**config.mk**
```make
export PLATFORM = sky130hd
export DESIGN_NAME = dcache_hit
export DESIGN_NICKNAME = d
export VERILOG_FILES = /design/src/dcache_pkg.sv /design/src/dcache_hit.sv
export VERILOG_INCLUDE_DIRS = /design/src
export SDC_FILE = /design/constraint.sdc
export NUM_CORES = 1
export LEC_CHECK = 0
export BUFFER_PORTS_ARGS = -buffer_cell sky130_fd_sc_hd__clkbuf_2
export CAP_MARGIN = 20
export CORE_ASPECT_RATIO = 0.7
export CORE_UTILIZATION = 38
export CTS_CLUSTER_DIAMETER = 40
export DETAILED_ROUTE_END_ITERATION = 6
export PLACE_DENSITY = 0.91
export SYNTH_ARGS = -nofsm -noshare
export SYNTH_HDL_FRONTEND = slang
export SYNTH_SLANG_ARGS = --single-unit
```
**constraint.sdc**
```tcl
create_clock -name clk -period 1.5 [get_ports clk]
set_input_delay 0.15 -clock clk [delete_from_list [all_inputs] [get_ports clk]]
set_output_delay 0.15 -clock clk [all_outputs]
set_load 0.03 [all_outputs]
```
**src/dcache_config.svh**
```systemverilog
`ifndef DCACHE_CONFIG_SVH
`define DCACHE_CONFIG_SVH

// ======================================================================
// Geometry of the data cache
// ======================================================================

// The processor issues word addresses, so two low byte bits never appear
`define DC_ADDR_W 30

// One line holds exactly one data word
`define DC_DATA_W 32

// Four ways per set
`define DC_WAYS 4

// Seven index bits give 128 sets
`define DC_NDX_W 7

// The tag is whatever is left of the word address above the index
`define DC_TAG_W (`DC_ADDR_W - `DC_NDX_W)

`endif

```
**src/dcache_pkg.sv**
```systemverilog
`default_nettype none

`include "dcache_config.svh"

package dcache_pkg;

  // Operations a processor request can carry
  typedef enum logic [1:0] {
    DC_READ  = 2'd0,
    DC_WRITE = 2'd1,
    DC_INVAL = 2'd2
  } dc_op_e;

  // Controller states, in the order a miss walks through them
  typedef enum logic [2:0] {
    IDLE,
    LOOKUP,
    DECIDE,
    MEM_REQ,
    MEM_WAIT,
    FILL,
    DONE
  } dc_state_e;

  // Processor request payload, held stable while req is high
  typedef struct packed {
    dc_op_e                 op;
    logic [`DC_ADDR_W-1:0]  addr;
    logic [`DC_DATA_W-1:0]  wdata;
  } cpu_req_t;

  // Memory request payload; we low means a read of one word
  typedef struct packed {
    logic                   we;
    logic [`DC_ADDR_W-1:0]  addr;
    logic [`DC_DATA_W-1:0]  wdata;
  } mem_req_t;

  // Way number inside a set
  typedef logic [1:0] way_t;

endpackage

`default_nettype wire

```
**src/dcache_hit.sv**
```systemverilog
`default_nettype none

`include "dcache_config.svh"

module dcache_hit (
  input  wire logic                   clk,
  input  wire logic                   rst,
  input  wire logic [`DC_TAG_W-1:0]   tags [`DC_WAYS],
  input  wire logic [`DC_WAYS-1:0]    valid,
  input  wire logic [`DC_TAG_W-1:0]   req_tag,
  output logic      [`DC_WAYS-1:0]    hits,
  output logic                        hit,
  output dcache_pkg::way_t            rway
);

  import dcache_pkg::*;

  // Way picked from this cycle's compare, before it is registered
  way_t sel_way;

  // ======================================================================
  // Tag compare
  // ======================================================================

  // A way hits when its stored tag matches and the line is valid
  always_comb
  begin
    for (int w = 0; w < `DC_WAYS; w++)
    begin
      hits[w] = (tags[w] == req_tag) && valid[w];
    end
  end

  // Priority encode, lowest way first
  // The loop runs downwards so the lowest hitting way is assigned last
  // With no hit the way from the previous lookup stays selected
  always_comb
  begin
    sel_way = rway;
    for (int w = `DC_WAYS - 1; w >= 0; w--)
    begin
      if (hits[w])
      begin
        sel_way = way_t'(w);
      end
    end
  end

  // ======================================================================
  // Result registers
  // ======================================================================

  // Hit flag and way are sampled at the end of the lookup cycle
  // The controller reads them one cycle later
  always_ff @(posedge clk or posedge rst)
  begin
    if (rst)
    begin
      hit  <= 1'b0;
      rway <= '0;
    end
    else
    begin
      hit  <= |hits;
      rway <= sel_way;
    end
  end

endmodule

`default_nettype wire

```
==> results of run 1 <==
## through the flow
stage               hold slack [ns]  setup TNS (ns)  instances  instance area, um^2  setup WS (ns)
floorplan                   -0.0964               0        176                 1400         0.0744
global placement           0.000474           -1.25        381                 2330         -0.261
detailed placement         0.000412           -1.35        381                 2330         -0.291
CTS                           0.341          -0.510        391                 2710         -0.152
## layer usage
layer | global-route usage | overflow
met5 | 0 | 0
met4 | 1.02 | 51
met3 | 0.452 | 0
met2 | 1.09 | 79
met1 | 0.766 | 0
## cell families after synthesis
group	share of synthesized area
buf+inv	0.0162
compound gates	0.0243
simple gates	0.325
xor+xnor	0.581
flops	0.0541
## cells in the mapped netlist
master	instances	share of area
a311oi_2	1	0.011
nand4bb_1	1	0.0081
or3_1	3	0.014
dfrtp_1	3	0.054
and4_1	1	0.0063
inv_1	5	0.014
nor2_1	2	0.0054
and2b_1	1	0.0054
or4_1	1	0.0054
nor4_1	33	0.15
nand2_1	3	0.0081
o311a_1	1	0.0072
xor2_1	72	0.45
xnor2_1	20	0.13
nand3_1	5	0.018
nand4b_1	4	0.025
nor2b_1	3	0.014
clkbuf_1	1	0.0027
nor3_1	3	0.011
or3b_1	1	0.0063
a311oi_1	1	0.0063
nand4_1	11	0.050
## what timing repair did
item | 4_1_cts
pin swaps | 31
resized for setup | 54
hold endpoints to repair | 3
setup endpoints to repair | 5
setup buffers | 5
hold buffers | 1
==> run summary, run 1 <==
status = did not finish
failing step = global routing (5_1_grt)
Err = [ERROR GRT-0232] Routing congestion too high. Check the congestion heatmap in the GUI.
Avg Cell Area, Syn = 7.88 um^2
worst-case clock buffer depth = 2
Num CTS Buffers = 3
total grt overflow = 130
clock sinks = 3
Mapped Area = 1390 um^2
Core Rows = 17
worst_ep kind = primary output
Synth Register Bits = 3
synth warn = 0
Port Buffers = 127
total track usage = 0.800
hpwl dp = 5.19 mm
H-tree depth = 1
Unique masters post-synth = 22
DIE WIDTH = 74.2 um
GP Congestion = 0.914
synthesized net count = 297
post-GRT worst EP = hits[2]
Die Y = 52.6 um
I/O pin total = 128
largest net degree at the start of global routing = 5
sequential fraction of the synthesis area = 0.0541
root buf cell = clkbuf_8
synthesized instance count = 176
Initial Util = 0.418
==> inputs of run 2 (changes only) <==
--- a/config.mk
+++ b/config.mk
@@ -8,11 +8,9 @@
 export LEC_CHECK = 0
 export BUFFER_PORTS_ARGS = -buffer_cell sky130_fd_sc_hd__clkbuf_2
 export CAP_MARGIN = 20
-export CORE_ASPECT_RATIO = 0.7
 export CORE_UTILIZATION = 38
-export CTS_CLUSTER_DIAMETER = 40
 export DETAILED_ROUTE_END_ITERATION = 6
-export PLACE_DENSITY = 0.91
+export PLACE_DENSITY_LB_ADDON = 0.15
 export SYNTH_ARGS = -nofsm -noshare
 export SYNTH_HDL_FRONTEND = slang
 export SYNTH_SLANG_ARGS = --single-unit
==> run 2 against run 1 <==
The flow now finishes, with violations (negative setup slack). Area after synthesis did not move. Synthesized cell count did not move.
==> run summary, run 2 <==
Core Area = 3420 um^2
Hold Path Class = in2async
Routed met1 length = 2.86 mm
share of cells above drive strength 1 = 0.643
max layer used = met4
largest net degree at the start of global routing = 5
Final setup violation count = 7
sequential fraction of the synthesis area = 0.0541 (unchanged)
reg-to-reg slack, setup = 0.70 ns
final period utilization = 1.18
root buf cell = clkbuf_4 (was clkbuf_8)
vias per std cell = 6.23
first-pass GRT wire length = 9.98 mm
Crit Path Max Fanout = 2
synthesized instance count = 176 (unchanged)
worst relative slew slack = 0.642
Core Rows = 21 (was 17)
Initial Util = 0.406 (was 0.418)
DIE WIDTH = 62.4 um (was 74.2 um)
vias in the first global route = 2221
dpl cells = 396 (was 381)
crit path cell chain = clkbuf_2, xor2_2, nor4_2, buf_4, nand4_1, nor3_2, clkbuf_8
Switching Power = 0.548 mW
worst-case clock buffer depth = 2 (unchanged)
CP peak stage delay = 0.30 ns
primary flip-flop cell chosen by synthesis mapping = dfrtp_1 (unchanged)
Req. time, crit path = 1.35 ns
GP Congestion = 0.957 (was 0.914)
register area = 75.1 um^2
Port Buffers = 127 (unchanged)
CP arrival = 1.61 ns
commonest non-fill, non-tap cell in the layout = clkbuf_2
TritonCTS clock tree = done
DP Area = 2450 um^2 (was 2330 um^2)
Die Y = 62.4 um (was 52.6 um)
die area = 3900 um^2
top cell types by occurrence after synthesis = xor2_1, nor4_1, xnor2_1 (unchanged)
Routed WL = 9.57 mm
leading area contributor after synthesis = xor2_1 (unchanged)
Max Fclk = 0.567 GHz
min Tclk post-route = 1.76 ns
clock sinks = 3 (unchanged)
via count = 2556
min setup slack post-route = -0.264 ns
endpoints failing hold = 0
Setup Total Neg Slack = -1.13 ns
max FFs per register = 2
Post-synth EDFFs = 0 (unchanged)
Area Overhead vs Synth = 132%
Worst-Skew Late Latency = 0.24 ns
combinational power share = 0.810
pins over their slew limit = 0
Sw Ratio = 0.450
leak pwr = 1.46 nW
FFs w/ async S/R, synth = 1.00 (unchanged)
commonest cells after routing, fill and taps aside = clkbuf_2, buf_4, xor2_1, xnor2_1
I/O pin total = 128 (unchanged)
H-tree depth = 1 (unchanged)
antenna violations before repair = 0
slowest CP cell = nor4_2
final core occ = 0.942
Pint = 0.670 mW
Avg Cell Area, Syn = 7.88 um^2 (unchanged)
non-filler cells, final = 410
synthesized net count = 297 (unchanged)
Unique masters post-synth = 22 (unchanged)
area of the multi-input gates = 1700 um^2
max-cap violation count = 0
top-count cell post-synth = xor2_1 (unchanged)
IR drop worst, VDD = 0.243 mV
Num CTS Buffers = 3 (unchanged)
status = complete, but fails checks (was did not finish)
clock skew = 0 ns
clock-pin slew on the worst setup and hold paths = 0.04 ns
number of DRC violations after detailed-routing iteration 0 = 284
Post-layout nets = 486
Synth top area share = 0.454 (unchanged)
Seq pwr share = 0.067
hold slack = 0.329 ns
Ant. Diodes = 0
Regs by FF count = rway x2, hit x1
fillers = 108
Critical Path End Type = output port
Pre-Repair DR Iteration Count = 7
Mapped Area = 1390 um^2 (unchanged)
failing checks = negative setup slack
startpoint types = input port
measured slew at the worst slew-check pin = 0.533 ns
Clock Power Share = 0.123
Routed Antenna Nets = 0
synth top area cells = xor2_1, nor4_1, xnor2_1, dfrtp_1, nand4_1 (unchanged)
register with the highest flop count = rway
post-route cell area = 3220 um^2
overall power = 1.22 mW
RSZ-0062 raised after global routing = yes
DRC violations left = 0
synth warn = 0 (unchanged)
Synth Register Bits = 3 (unchanged)
hpwl dp = 5.21 mm (was 5.19 mm)
post-DR wirelength/cell = 23.3 um
total track usage = 0.332
Power Dens Cells = 379 nW/um^2
critical path class = in2out
met3 wire length = 1.12 mm
pre-CTS setup slack = -0.414 ns (was -0.291 ns)
total grt overflow = 0
metal2 WL = 4.54 mm
==> run 2: cell counts after synthesis <==
Identical to the previous run, type by type.
==> run 2: cell families after synthesis <==
group | after synthesis | synth area share
and+or+nand+nor | 72 | 0.325
xor gates and xnor gates | 92 | 0.581
DFF | 3 | 0.0541
AOI/OAI and AO/OA | 3 | 0.0243
buffers and inverters | 6 | 0.0162
==> run 2: metal layers <==
layer	vias to the layer above	track usage
met2	298	0.639
met4	0	0.0581
met3	111	0.0839
met1	1139	0.363
li1	1008	-
met5	-	0
==> run 2: power groups by stage <==
stage | clock network [mW] | logic (mW) | registers, mW
floorplan | 0 | 0.271 | 0.0824
global placement | 0 | 0.683 | 0.0824
detailed placement | 0 | 0.685 | 0.0824
CTS | 0.144 | 0.777 | 0.0814
global route | 0.158 | 1.03 | 0.0813
finish | 0.150 | 0.987 | 0.0813
==> run 2: repair_timing <==
item | 4_1_cts | 5_1_grt
endpoints found under the hold margin | 3 | 0
pin swaps | 24 | 37
buffers inserted | 2 | 7
hold buffers | 1 | 0
resized for setup | 59 | 76
endpoints found under the setup margin | 6 | 7
==> run 2: worst paths after layout <==
kind,cells past startpoint,endpoint,startpoint
hold reg to reg,2,rway[0],rway[0]
setup / recovery,7,hits[1],tags[46]
max in group asynchronous,3,rway[0],rst
setup reg to reg,2,rway[0],rway[0]
min in group clk,4,rway[0],valid[1]
hold / removal,3,rway[1],rst
==> run 2: critical path, delay by kind of cell <==
family | cells | cell delay, ns
buffers and inverters | 3 | 0.54
XOR/XNOR | 1 | 0.19
AND/OR/NAND/NOR | 3 | 0.72
==> run 2: layout make-up <==
cell class,count,area share
clock buffer,4,0.00817
inverter,5,0.00583
multi-input combinational,167,0.527
sequential,3,0.0233
tap,46,0.0179
timing repair buffer,185,0.418
Note: power is estimated with default switching activity, not from simulation.
