--- config.mk ---
export PLATFORM = sky130hd
export DESIGN_NAME = dcache_ctrl
export DESIGN_NICKNAME = d
export VERILOG_FILES = /design/src/dcache_pkg.sv /design/src/dcache_ctrl.sv
export VERILOG_INCLUDE_DIRS = /design/src
export SDC_FILE = /design/constraint.sdc
export NUM_CORES = 1
export LEC_CHECK = 0
export BUFFER_PORTS_ARGS = -buffer_cell sky130_fd_sc_hd__buf_2
export CAP_MARGIN = 25
export CELL_PAD_IN_SITES_DETAIL_PLACEMENT = 0
export CELL_PAD_IN_SITES_GLOBAL_PLACEMENT = 1
export CORE_ASPECT_RATIO = 0.7
export CORE_MARGIN = 2
export CORE_UTILIZATION = 39
export DETAILED_ROUTE_END_ITERATION = 10
export GPL_TIMING_DRIVEN = 0
export PLACE_DENSITY = 0.92
export SYNTH_ARGS = -nofsm -noshare
export SYNTH_HDL_FRONTEND = slang
export SYNTH_SLANG_ARGS = --single-unit
--- constraint.sdc ---
create_clock -name clk -period 8.72 [get_ports clk]
set_input_delay 0 -clock clk [delete_from_list [all_inputs] [get_ports clk]]
set_output_delay 0 -clock clk [all_outputs]
set_load 0.005 [all_outputs]
--- src/dcache_config.svh ---
`ifndef DCACHE_CONFIG_SVH
`define DCACHE_CONFIG_SVH

// ======================================================================
// Geometry of the data cache
// ======================================================================

// The processor issues word addresses, so two low byte bits never appear
`define DC_ADDR_W 30

// One line holds exactly one data word
`define DC_DATA_W 32

// Four ways per set
`define DC_WAYS 4

// Seven index bits give 128 sets
`define DC_NDX_W 7

// The tag is whatever is left of the word address above the index
`define DC_TAG_W (`DC_ADDR_W - `DC_NDX_W)

`endif

--- src/dcache_pkg.sv ---
`default_nettype none

`include "dcache_config.svh"

package dcache_pkg;

  // Operations a processor request can carry
  typedef enum logic [1:0] {
    DC_READ  = 2'd0,
    DC_WRITE = 2'd1,
    DC_INVAL = 2'd2
  } dc_op_e;

  // Controller states, in the order a miss walks through them
  typedef enum logic [2:0] {
    IDLE,
    LOOKUP,
    DECIDE,
    MEM_REQ,
    MEM_WAIT,
    FILL,
    DONE
  } dc_state_e;

  // Processor request payload, held stable while req is high
  typedef struct packed {
    dc_op_e                 op;
    logic [`DC_ADDR_W-1:0]  addr;
    logic [`DC_DATA_W-1:0]  wdata;
  } cpu_req_t;

  // Memory request payload; we low means a read of one word
  typedef struct packed {
    logic                   we;
    logic [`DC_ADDR_W-1:0]  addr;
    logic [`DC_DATA_W-1:0]  wdata;
  } mem_req_t;

  // Way number inside a set
  typedef logic [1:0] way_t;

endpackage

`default_nettype wire

--- src/dcache_ctrl.sv ---
`default_nettype none

`include "dcache_config.svh"

module dcache_ctrl (
  input  wire logic                   clk,
  input  wire logic                   rst,
  // Processor port
  input  wire dcache_pkg::cpu_req_t   cpu_req,
  input  wire logic                   cpu_req_valid,
  output logic                        cpu_ack,
  output logic      [`DC_DATA_W-1:0]  cpu_rdata,
  // Memory port
  output dcache_pkg::mem_req_t        mem_req,
  output logic                        mem_req_valid,
  input  wire logic                   mem_ack,
  input  wire logic [`DC_DATA_W-1:0]  mem_rdata,
  // Lookup
  output logic      [`DC_NDX_W-1:0]   ndx,
  output logic      [`DC_TAG_W-1:0]   req_tag,
  input  wire logic                   hit,
  input  wire dcache_pkg::way_t       rway,
  input  wire logic [`DC_DATA_W-1:0]  store_rdata,
  // Store updates
  output logic                        tag_wr,
  output logic                        inval,
  output logic                        data_wr,
  output dcache_pkg::way_t            wr_way,
  output logic      [`DC_DATA_W-1:0]  wr_data
);

  import dcache_pkg::*;

  dc_state_e             state_q;
  cpu_req_t              req_q;
  logic [`DC_DATA_W-1:0] fill_q;
  // Round-robin victim pointer, one for the whole cache
  way_t                  victim_q;

  // ======================================================================
  // Lookup address and store strobes
  // ======================================================================

  // Index is the low bits of the latched word address, tag the rest
  assign ndx     = req_q.addr[`DC_NDX_W-1:0];
  assign req_tag = req_q.addr[`DC_ADDR_W-1:`DC_NDX_W];

  always_comb
  begin
    tag_wr  = (state_q == FILL);
    // Write-through updates the cached copy only when the line is present
    data_wr = tag_wr || (state_q == DECIDE && req_q.op == DC_WRITE && hit);
    inval   = (state_q == DECIDE) && (req_q.op == DC_INVAL) && hit;
    wr_way  = tag_wr ? victim_q : rway;
    wr_data = tag_wr ? fill_q : req_q.wdata;
  end

  // ======================================================================
  // Control FSM
  // ======================================================================

  always_ff @(posedge clk or posedge rst)
  begin
    if (rst)
    begin
      state_q       <= IDLE;
      cpu_ack       <= 1'b0;
      mem_req_valid <= 1'b0;
      victim_q      <= '0;
    end
    else
    begin
      case (state_q)
        // Ack is low here, so any req seen is a fresh one
        IDLE: if (cpu_req_valid) state_q <= LOOKUP;
        // Tags are compared this cycle and the result registered
        LOOKUP: state_q <= DECIDE;
        DECIDE:
        begin
          if ((req_q.op == DC_READ && !hit) || req_q.op == DC_WRITE)
          begin
            // Read miss or any write needs the memory
            mem_req_valid <= 1'b1;
            state_q       <= MEM_REQ;
          end
          else
          begin
            // Read hit or invalidate finishes without memory traffic
            cpu_ack <= 1'b1;
            state_q <= DONE;
          end
        end
        MEM_REQ:
        begin
          if (mem_ack)
          begin
            mem_req_valid <= 1'b0;
            state_q       <= MEM_WAIT;
          end
        end
        // Finish the memory handshake before touching the stores
        MEM_WAIT:
        begin
          if (!mem_ack)
          begin
            if (mem_req.we)
            begin
              cpu_ack <= 1'b1;
              state_q <= DONE;
            end
            else
            begin
              state_q <= FILL;
            end
          end
        end
        FILL:
        begin
          victim_q <= victim_q + 1'b1;
          cpu_ack  <= 1'b1;
          state_q  <= DONE;
        end
        // Hold ack until the processor drops req
        DONE:
        begin
          if (!cpu_req_valid)
          begin
            cpu_ack <= 1'b0;
            state_q <= IDLE;
          end
        end
        default: state_q <= IDLE;
      endcase
    end
  end

  // ======================================================================
  // Payload registers
  // ======================================================================

  always_ff @(posedge clk)
  begin
    if (state_q == IDLE && cpu_req_valid)
    begin
      req_q <= cpu_req;
    end
    if (state_q == DECIDE)
    begin
      mem_req.we    <= (req_q.op == DC_WRITE);
      mem_req.addr  <= req_q.addr;
      mem_req.wdata <= req_q.wdata;
    end
    // Read data is only valid while mem_ack is high
    if (state_q == MEM_REQ && mem_ack)
    begin
      fill_q <= mem_rdata;
    end
    if (state_q == DECIDE && req_q.op == DC_READ && hit)
    begin
      cpu_rdata <= store_rdata;
    end
    else if (state_q == FILL)
    begin
      cpu_rdata <= fill_q;
    end
  end

endmodule

`default_nettype wire

Word level (Yosys, flattened, before mapping). Index checks and enable logic that the tools add are counted.

$add $sub $neg: 1. Equal/unequal tests: 15. Multiplexer cells: 19. Reduce and logical (&&, ||, !) cells: 20.

Operators with widths (count): 32-bit two-way mux (3); 3-bit case mux with 7 select lines (1); 3-bit two-way mux (5); 2-bit != test, second input constant (6); 3-bit equality test, second input constant (3); 1-bit logical AND (9); 3-bit by 2-bit equality test with 1-bit output, second input constant (2); 1-bit two-way mux (6); 5-bit AND reduction (1); 2-bit two-way mux (2); 1-bit case mux with 4 select lines (1); 4-bit AND reduction (1); 2-bit nonzero test (2); 4-bit nonzero test (1); 3-bit by 1-bit equality test with 1-bit output, second input constant (1); 3-bit zero test (1); 3-bit AND reduction (1); 2-bit by 1-bit adder with 2-bit output, second input constant (1); 2-bit by 1-bit equality test with 1-bit output, second input constant (1); 2-bit equality test, second input constant (1); 2-bit zero test (1); 1-bit logical OR (2); 2-bit by 1-bit != test with 1-bit output, second input constant (1); 1-bit case mux with 2 select lines (1); 1-bit zero test (1).

Bits in registers: 198. Bits of input ports: 135. Output and inout bits: 164.

Logic depth before layout (Yosys ltp). Gate-level depths: netlist of the first run.

Depth after elaboration: 5. Gate-level depth with buffers: 8. Gate-level depth less buffers: 5.

Worst setup path before layout of the first run. Ideal clock, no wire load.

Path kind: reg2reg. Start point: reg state_q[2]. End point: reg req_q (netlist bit ndx[0]) (enable). Data arrival time: 7342 ps. Required time: 8053 ps. Path slack: 712 ps. Stages on the path, launching flop included: 3. Buffers on the path: 1. Clock period less this slack: 8008 ps. Path through: dfrtp_1 clkbuf_1 nor4b_1.

Cells in the longest elaborated chain, start to end: 2.

RTL lines: start: declaration (line dcache_ctrl.sv:34) `dc_state_e state_q;`; start signal: assignment (line dcache_ctrl.sv:66) `state_q <= IDLE;`; start signal: assignment (line dcache_ctrl.sv:75) `IDLE: if (cpu_req_valid) state_q <= LOOKUP;`; start signal: assignment (line dcache_ctrl.sv:77) `LOOKUP: state_q <= DECIDE;`; 3-bit zero test (line dcache_ctrl.sv:143) `if (state_q == IDLE && cpu_req_valid)`; 1-bit logical AND (line dcache_ctrl.sv:143); end signal: assignment (line dcache_ctrl.sv:145) `req_q <= cpu_req;`; end: declaration (line dcache_ctrl.sv:35) `cpu_req_t req_q;`.

Every way passes these cells. A chain may end at the register's enable or synchronous reset.

Final worst setup path of the first run.
Start point: reg state_q[0]. End point: reg cpu_rdata[11] (enable).

Cells in the longest elaborated chain, start to end: 4.

RTL lines: 3-bit by 2-bit equality test with 1-bit output (line dcache_ctrl.sv:158) `if (state_q == DECIDE && req_q.op == DC_READ && hit)`; 1-bit logical AND (2 in a row) (line dcache_ctrl.sv:158); 2-bit nonzero test (no source line) *; end signal: assignment (line dcache_ctrl.sv:160) `cpu_rdata <= store_rdata;`; end signal: assignment (line dcache_ctrl.sv:164) `cpu_rdata <= fill_q;`; end: declaration (line dcache_ctrl.sv:12) `` output logic [`DC_DATA_W-1:0] cpu_rdata, ``.

Mark *: on every way between the ends. The rest lies on a longest branch, timed or not.

==> results of run 1 <==
## registers in the layout, indices dropped and copies added, names as in the netlist
name,count
cpu_ack,1
cpu_rdata,32
fill_q,32
mem_req,63
mem_req_valid,1
ndx,7
req_q,34
req_tag,23
state_q,3
victim_q,2
## cells in the mapped netlist
| master | n |
|---|---|
| a31o_2 | 1 |
| xnor2_1 | 2 |
| nor2b_1 | 3 |
| a211oi_1 | 1 |
| o211ai_1 | 1 |
| buf_6 | 3 |
| a31oi_1 | 4 |
| mux2_2 | 3 |
| nor3_1 | 1 |
| nand2b_1 | 3 |
| and4b_1 | 1 |
| buf_2 | 3 |
| buf_4 | 35 |
| or4_1 | 1 |
| o32ai_1 | 1 |
| o21ai_0 | 4 |
| inv_1 | 3 |
| nand2_1 | 106 |
| nand2b_4 | 1 |
| or3_1 | 1 |
| dfrtp_1 | 7 |
| mux2_4 | 29 |
| nor2_1 | 3 |
| clkinv_2 | 1 |
| nor2_4 | 1 |
| nor4_1 | 1 |
| nand3b_4 | 1 |
| clkbuf_1 | 2 |
| nor4b_1 | 1 |
| edfxtp_1 | 191 |
| or2_1 | 1 |
| a21oi_1 | 3 |
## metrics by stage
| step | instance area (sq um) | setup TNS (ps) | utilization (%) |
|---|---|---|---|
| after floorplan | 7367 | 0 | - |
| after global placement | 9161 | -223670 | 48.97 |
| after detailed placement | 9313 | 0 | 49.78 |
| after CTS | 11230 | 0 | 60.01 |
| after global routing | 11230 | 0 | 60.02 |
| final | 11230 | 0 | 60.02 |
## final cells by class
type                    count  area share [%]
clock inverters            15           1.571
inverters                   4          0.1449
clock buffers              17           3.789
repair buffers            442           26.19
well taps                 242           2.697
multi-input cells         174           10.11
plain buffers              43           2.842
diodes                      1         0.02229
flip-flops and latches    198           52.64
## report_power, final
group	switching [mW]	internal, mW	total [mW]
combinational	0.340	0.284	0.624
clock	0.398	0.389	0.787
sequential	0.0647	1.26	1.32
## cell usage in the layout (no fill, tap or decap), drive strengths merged, types with 7 or more instances in the layout
master | synthesis | layout
clkinv | 1 | 7
dlygate4sd3 | 0 | 131
dfrtp | 7 | 7
mux2 | 32 | 32
edfxtp | 191 | 191
clkbuf | 2 | 19
buf | 41 | 352
inv | 3 | 10
nand2 | 106 | 106
## routing by layer
metal,wire length [um],vias up
met5,0,-
met4,396,0
met3,1774,26
met2,10170,282
met1,8526,2551
li1,-,2415
## worst max-delay path, delay by kind of cell, from the launching register on
family        cells  cell delay (ps)
simple gates      4             1570
flops             1              380
buf+inv           3              700
## final timing paths
path,to,slack [ps],from,cells past startpoint
max,cpu_rdata[11],5650,state_q[0],7
min,victim_q[1],40,rst,3
max reg2reg,cpu_rdata[11],5650,state_q[0],7
min reg2reg,mem_req[22],450,req_q[22],0
max in group asynchronous,state_q[0],8470,rst,3
min in group clk,wr_way[1],260,rway[1],4
## cells by family after synthesis
group	Yosys count
DFF	198
and+or+nand+nor	125
buffers and inverters	47
muxes	32
AOI/OAI and AO/OA	15
xor gates and xnor gates	2
## repair_timing
action                     4_1_cts  5_1_grt
hold endpoints to repair       139        0
hold buffers                   131        0
setup endpoints to repair        0        0
==> results.yml, run 1 <==
sta:
  max_freq_ghz: 0.3255
  final-max-slew-violation-count: 0
  final.setup_skew_ps: 15.68
  worst_hold_slack_ps: 40.98
  final-hold-violation-count: 0
  maxSlewHeadroom_pct: 35.92
  worstMarginPinSlew_ps: 956.1
  final.min_clock_period_ps: 3072
  period_share_pct: 35.23
  unrepaired_setup_endpoints_after_global_routing: "false"
  finalSetupViolations: 0
  final.setup.worst_slack_ps: 5648
clocking:
  cts_tree: "built"
  clock_tree.buffer_depth: 2
  total_setup_buffers_inserted_after_cts: 0
  postCtsResizedCells: 0
  cts.clk_slew.worst_paths_ps: 70
  cts_made_buffers: 17
  worst_skew_pair.late_latency_ps: 430
  cts.sinks: 198
  htree_num_levels: 4
  cts.root.buffer_cell: "clkbuf_16"
min_path:
  min-delay-path-class: "in -> async"
layout:
  final_cell_count_no_fill: 1136
  layout.nets: 1015
  layout-drive-gt1-share_pct: 47.48
  syn2layout_area_growth_pct: 52.41
  register_area_sq_um: 5911
  multi_input_area_sq_um: 1135
  filler_cell_count: 1398
route:
  vias_per_cell: 4.643
  routed_wirelength_um: 20870
  vias: 5274
  final_antenna_net_count: 0
  post_route_drc_violation_count: 0
  drtIter0Drc: 444
  route.detailed.wl_per_inst_um: 18.37
  detailedRoute.firstPassIterationCount: 5
power:
  power.density_nw_per_um2: 243.6
  total_power_mw: 2.735
  total_leakage_power_nw: 4.817
  worst_ir_drop_vdd_v: 0.0001125
placed_design:
  placement.io_buffers: 298
  placed_insts: 972
  gpl.final_weighted_congestion: 0.8141
  dp_slack_ps: 5611
  hpwlAfterDp_um: 13540
logic_synthesis:
  netlist_area_sq_um: 7367
  post_synth_main_area_contributors: "edfxtp_1 78%, mux2_4 5.9%, nand2_1 5.4%, buf_4 3.6%, dfrtp_1 2.4%"
  main_combinational_cell_family_by_area_after_synthesis: "simple AND/OR/NAND/NOR gates"
  synth.mux.area_fraction_pct: 6.369
  proportion_of_synthesized_chip_area_in_sequential_cells_pct: 80.23
  xor_xnor_portion_of_the_synthesized_cell_area_pct: 0.2378
  area_fraction_in_compound_gates_after_synthesis_pct: 1.257
  synthesis.instances: 419
  synth_seq_cells: 198
  synth_nets: 554
  yosysWarnings: 0
  simple_gate_share_of_the_synthesized_area_pct: 7.354
  synthDominantAreaCellType: "edfxtp_1"
  postSynthAreaPerCell_sq_um: 17.58
  synth_cell_type_count: 32
  post_synth_fa_ha_maj_area_fraction_pct: 0
  yosysTopAreaCellShare_pct: 77.85
global_routing:
  gr-usage-met2_pct: 34.83
  grt.overflow.total: 0
  globalRouteTotalUtil_pct: 20.89
  grt_max_degree: 33
  grtUsageMet3_pct: 7.112
  vias_in_the_first_global_route: 5600
  global_route.peak_usage_layer: "met2"
  grt_pass1_wl_um: 31230
  use_met1_pct: 25.64
  grt_antenna_before_repair: 1
run_status:
  status: "completed"
floorplan:
  floorplan.die.height_um: 119.0
  floorplan.die_area_sq_um: 20020
  floorplan.initialDensity_pct: 39.38
  floorplan.core_area_sq_um: 18710
  dieWidth_um: 168.3
  ios: 299
  row_count: 42
worst_setup_path:
  cp-start-kind: "register"
  timing.critical_path.cells: "nand2b_4 -> nor2_4 -> buf_12 -> buf_12 -> nand3b_4 -> buf_6 -> nand2_2"
  crit_top_cell: "buf_12"
  cp_slowest_stage_delay_ps: 690
  critPathRequiredTime_ps: 8760
  timing.critical_path.slowest_stage_cell: "nand2_2"
  path_class: "reg -> reg"
  arrival_ps: 3120
  worstPathMaxFanout: 32
  critical_path_end_type: "register"
job:
  max_cap_viol_count: 0
Note: power is estimated with default switching activity, not from simulation.
==> run 2, diff against run 1 <==
==> constraint.sdc (replaced) <==
create_clock -name clk -period 2.9 [get_ports clk]
set_input_delay 0 -clock clk [delete_from_list [all_inputs] [get_ports clk]]
set_output_delay 0 -clock clk [all_outputs]
set_load 0.005 [all_outputs]
==> run 2 against run 1 <==
Effect of this change:
- count of clock-buffer cells in the layout increased by 1
- critical endpoint is now cpu_rdata[7]
- sequential cell count is the same
- worst setup slack got worse by 5400 ps
- clock skew fell by 3.4 ps
- worst hold slack gained 12 ps
- via count shrank 0.51%
- non-clock buffer count down 5
- maximum frequency rose by 14%
- die area stayed put
- register-to-register slack lost 5400 ps
- first-iteration DRC count shrank 5.4%
- sequential share of layout area increased by 0.082 points
==> results.yml, run 2 (synthesis results as in run 1) <==
run_status:
  status: "completed"
clocking:
  total_setup_buffers_inserted_after_cts: 0
  cts_tree: "built"
  cts.sinks: 198
  cts.clk_slew.worst_paths_ps: 70
  worst_skew_pair.late_latency_ps: 420
  cts_made_buffers: 17
  cts.root.buffer_cell: "clkbuf_16"
  clock_tree.buffer_depth: 2
  postCtsResizedCells: 0
  htree_num_levels: 4
route:
  vias: 5247
  drtIter0Drc: 420
  vias_per_cell: 4.643
  detailedRoute.firstPassIterationCount: 5
  final_antenna_net_count: 0
  post_route_drc_violation_count: 0
  route.detailed.wl_per_inst_um: 18.55
  routed_wirelength_um: 20970
sta:
  final-max-slew-violation-count: 0
  unrepaired_setup_endpoints_after_global_routing: "false"
  setup_tns_ps: 0
  final.setup_skew_ps: 12.26
  finalSetupViolations: 0
  max_freq_ghz: 0.3718
  maxSlewHeadroom_pct: 36.66
  worstMarginPinSlew_ps: 947.0
  final.min_clock_period_ps: 2690
  final-hold-violation-count: 0
  period_share_pct: 92.75
floorplan:
  floorplan.core_area_sq_um: 18710
  floorplan.die_area_sq_um: 20020
  floorplan.initialDensity_pct: 39.38
  floorplan.die.height_um: 119.0
  ios: 299
  row_count: 42
  dieWidth_um: 168.3
layout:
  top_regs: "mem_req (63), req_q (34)"
  syn2layout_area_growth_pct: 52.21
  register_area_sq_um: 5912
  antenna_cells: 0
  largest_register: "mem_req"
  layout.nets: 1010
  layout_commonest_cell: "buf_2"
  filler_cell_count: 1405
  largest_reg_flops: 63
  layout-drive-gt1-share_pct: 47.18
  layout_common_cells: "301 x buf_2, 191 x edfxtp_1, 131 x dlygate4sd3_1"
  multi_input_area_sq_um: 1150
worst_setup_path:
  critPathRequiredTime_ps: 2940
  cp-start-kind: "register"
  arrival_ps: 2730
  timing.critical_path.slowest_stage_cell: "nand2_2"
  worstPathMaxFanout: 32
  cp_slowest_stage_delay_ps: 680
  timing.critical_path.cells: "nand2b_4 -> nor2_4 -> buf_12 -> nand3b_4 -> buf_6 -> nand2_2"
  critPathBufInv: 2
  critical_path_end_type: "register"
  path_class: "reg -> reg"
  cpLargestDelayFamily: "simple AND/OR/NAND/NOR gates"
power:
  power.density_nw_per_um2: 729.4
  total_power_mw: 8.179
  worst_ir_drop_vdd_v: 0.0003685
  total_leakage_power_nw: 4.808
global_routing:
  grt_antenna_before_repair: 0
  grt_pass1_wl_um: 31150
  vias_in_the_first_global_route: 5572
  grt_max_degree: 33
  grt.overflow.total: 0
  globalRouteTotalUtil_pct: 20.82
min_path:
  min-delay-path-class: "in -> async"
job:
  max_cap_viol_count: 0
placed_design:
  placement.io_buffers: 298
  hpwlAfterDp_um: 13350
  gpl.final_weighted_congestion: 0.8204
-- run 2: per-stage QoR --
stage	instances	hold slack, ps	area, sq um	util, %	setup WS, ps
2_1_floorplan	419	-196.7	7401	-	-270.3
3_3_place_gp	959	-58.96	9195	49.15	-1467
3_5_place_dp	967	-49.45	9336	49.91	204.7
4_1_cts	1130	37.03	11210	59.94	181.8
5_1_grt	1130	59.61	11210	59.94	65.33
6_report	1130	53.03	11210	59.94	210.3
-- run 2: worst paths after layout --
kind                       cells after the start             to        from  slack, ps
setup / recovery                               6   cpu_rdata[7]  state_q[0]        210
hold / removal                                 3    victim_q[1]         rst         50
setup reg to reg                               6   cpu_rdata[7]  state_q[0]        210
hold reg to reg                                0    mem_req[28]   req_q[28]        440
max in group asynchronous                      3     state_q[2]         rst       2610
min in group clk                               5  mem_req_valid         hit        250
-- run 2: timing repair --
action / CTS / global route
setup endpoints to repair: 0 / 0
hold endpoints to repair: 139 / 0
hold buffers: 131 / 0
-- run 2: final cells by class --
type | count | area share (%)
well taps | 242 | 2.700
repair buffers | 437 | 26.20
inverters | 4 | 0.1451
flip-flops and latches | 198 | 52.72
clock inverters | 14 | 1.216
multi-input cells | 174 | 10.25
plain buffers | 43 | 2.935
clock buffers | 18 | 3.827
-- run 2: worst min-delay path: cells and delay by family --
family   cells  cell delay (ps)
buf+inv      3              870
-- run 2: power breakdown --
| part | switching, mW | internal, mW | total, mW |
|---|---|---|---|
| clock | 1.14 | 1.15 | 2.29 |
| combinational | 1.03 | 0.874 | 1.91 |
| sequential | 0.199 | 3.79 | 3.99 |
-- run 2: per-layer routing --
layer / routed length [um] / share of wire, % / up-vias / track usage, %
met5: 0 / 0 / - / 0
met4: 199 / 0.95 / 0 / 4.903
met3: 1829 / 8.7 / 16 / 7.046
met2: 10610 / 51 / 252 / 36.65
met1: 8323 / 40 / 2571 / 24.73
li1: - / - / 2408 / -
==> run 3, diff against run 2 <==
--- a/config.mk
+++ b/config.mk
@@ -12,10 +12,10 @@
 export CELL_PAD_IN_SITES_GLOBAL_PLACEMENT = 1
 export CORE_ASPECT_RATIO = 0.7
 export CORE_MARGIN = 2
-export CORE_UTILIZATION = 39
+export CORE_UTILIZATION = 35
 export DETAILED_ROUTE_END_ITERATION = 10
 export GPL_TIMING_DRIVEN = 0
-export PLACE_DENSITY = 0.92
+export PLACE_DENSITY = 0.88
 export SYNTH_ARGS = -nofsm -noshare
 export SYNTH_HDL_FRONTEND = slang
 export SYNTH_SLANG_ARGS = --single-unit
==> constraint.sdc (replaced) <==
create_clock -name clk -period 2.17 [get_ports clk]
set_input_delay 0 -clock clk [delete_from_list [all_inputs] [get_ports clk]]
set_output_delay 0 -clock clk [all_outputs]
set_load 0.005 [all_outputs]
==> run 3 against run 2 <==
Effect of this change:
- routed wire length is 1.9% lower
- highest routed layer unchanged
- combinational power is 37% higher
- clock skew is 4.8 ps higher
- largest cell class unchanged
- clock power is 46% higher
- sequential share of layout area is 0.82 points lower
- critical path depth is 3 higher
- die area is 11% higher
- core utilization is 4.9 points lower
- first-iteration DRC count is 11% lower
- power is 38% higher
- design area is 1.6% higher
==> results.yml, run 3 (synthesis results as in run 1) <==
global_routing:
  grt_max_degree: 33
  grt_pass1_wl_um: 30370
  globalRouteTotalUtil_pct: 18.27
  grt.overflow.total: 0
  grt_antenna_before_repair: 0
  vias_in_the_first_global_route: 5576
sta:
  unrepaired_setup_endpoints_after_global_routing: "false"
  worstMarginPinSlew_ps: 523.1
  period_share_pct: 92.33
  setup_tns_ps: 0
  maxSlewHeadroom_pct: 64.81
  final.setup_skew_ps: 17.09
  final.min_clock_period_ps: 2003
  finalSetupViolations: 0
  final-max-slew-violation-count: 0
  max_freq_ghz: 0.4991
  final-hold-violation-count: 0
layout:
  stdcell_area_sq_um: 11390
  top_regs: "mem_req (63), req_q (34)"
  largest_reg_flops: 63
  layout.nets: 1014
  layout-drive-gt1-share_pct: 47.53
  antenna_cells: 0
  layout_commonest_cell: "buf_2"
  final_cell_count_no_fill: 1168
  syn2layout_area_growth_pct: 54.60
  largest_register: "mem_req"
  layout_common_cells: "301 x buf_2, 191 x edfxtp_1, 131 x dlygate4sd3_1"
  filler_cell_count: 1704
route:
  detailroute.wirelength.met2_um: 10220
  vias: 5142
  final_antenna_net_count: 0
  routed_wirelength_um: 20570
  post_route_drc_violation_count: 0
  detailedRoute.firstPassIterationCount: 4
  route.layer.met1.wl_um: 8670
  topRoutingLayerUsed: "met4"
  vias_per_cell: 4.402
  route.detailed.wl_per_inst_um: 17.61
  routed_length_on_met3_um: 1412
  drtIter0Drc: 372
power:
  total_power_mw: 11.28
  total_leakage_power_nw: 4.865
  power.density_nw_per_um2: 990.0
  worst_ir_drop_vdd_v: 0.0004292
clocking:
  htree_num_levels: 4
  worst_skew_pair.late_latency_ps: 430
  cts.sinks: 198
  clock_tree.buffer_depth: 2
  cts_made_buffers: 17
  cts_tree: "built"
  cts.clk_slew.worst_paths_ps: 70
  cts.root.buffer_cell: "clkbuf_16"
floorplan:
  ios: 299
  row_count: 44
  floorplan.die_area_sq_um: 22240
  floorplan.core_area_sq_um: 20700
  floorplan.die.height_um: 125.4
  dieWidth_um: 177.4
  floorplan.initialDensity_pct: 35.59
worst_setup_path:
  cp_slowest_stage_delay_ps: 350
  timing.critical_path.cells: "buf_4 -> nand2_1 -> or2_1 -> buf_4 -> inv_6 -> buf_6 -> nand2_1 -> nand2_1 -> buf_2"
  cp-start-kind: "register"
  critPathRequiredTime_ps: 2170
  critical_path_end_type: "primary output"
  timing.critical_path.slowest_stage_cell: "dfrtp_1"
  arrival_ps: 2000
  cpLargestDelayFamily: "buffers and inverters"
  crit_top_cell: "nand2_1"
  worstPathMaxFanout: 10
  path_class: "reg -> out"
  critPathBufInv: 5
placed_design:
  gpl.final_weighted_congestion: 0.8089
  hpwlAfterDp_um: 13650
  dpl-instance-area_sq_um: 9412
  placed_insts: 1002
  placement.io_buffers: 298
min_path:
  min-delay-path-class: "in -> async"
job:
  max_cap_viol_count: 0
run_status:
  status: "completed"
## run 3: worst paths after layout
path                       depth (start not counted)  startpoint             to  slack [ps]
max                                                9  state_q[0]    wr_data[13]         170
min                                                3         rst  mem_req_valid          60
max reg2reg                                        5  state_q[0]  cpu_rdata[12]         200
min reg2reg                                        0   req_q[24]    mem_req[24]         450
max in group asynchronous                          3         rst     state_q[2]        1870
min in group clk                                   4     rway[0]      wr_way[0]         270
## run 3: stage by stage
step	hold WS [ps]	util (%)	worst slack, ps
after floorplan	-196.7	-	-1000
after global placement	-49.63	44.69	-2334
after detailed placement	-50.93	45.47	-38.25
after CTS	41.66	54.95	26.70
after global routing	60.73	55.02	9.708
final	60.07	55.02	166.5
## run 3: layout make-up
type	count	area, sq um	area share [%]
Tap cell	276	345.3	3.032
Multi-Input combinational cell	174	1164	10.22
Inverter	4	20.02	0.1758
Clock buffer	17	425.4	3.735
Timing Repair Buffer	441	2979	26.16
Sequential cell	198	5912	51.91
Buffer	43	340.3	2.988
Clock inverter	15	203.9	1.791
## run 3: where the power goes
group          internal [mW]  switching, mW  total (mW)
combinational           1.21           1.41        2.61
clock                   1.78           1.57        3.35
sequential              5.06          0.258        5.31
total                   8.05           3.23        11.3
## run 3: per-layer routing
metal,track usage (%),up-vias
met4,5.256,0
met1,22.46,2486
li1,-,2414
met2,30.85,223
met5,0,-
met3,5.839,19
## run 3: worst min-delay path: cells and delay by family
family | cells | cell delay, ps
buffers and inverters | 3 | 860
## run 3: what timing repair did
| action | CTS | global route |
|---|---|---|
| endpoints found under the setup margin | 14 | 29 |
| buffers inserted | 3 | 0 |
| pin swaps | 1 | 0 |
| hold buffers | 131 | 0 |
| endpoints found under the hold margin | 139 | 0 |
| resized for setup | 0 | 5 |
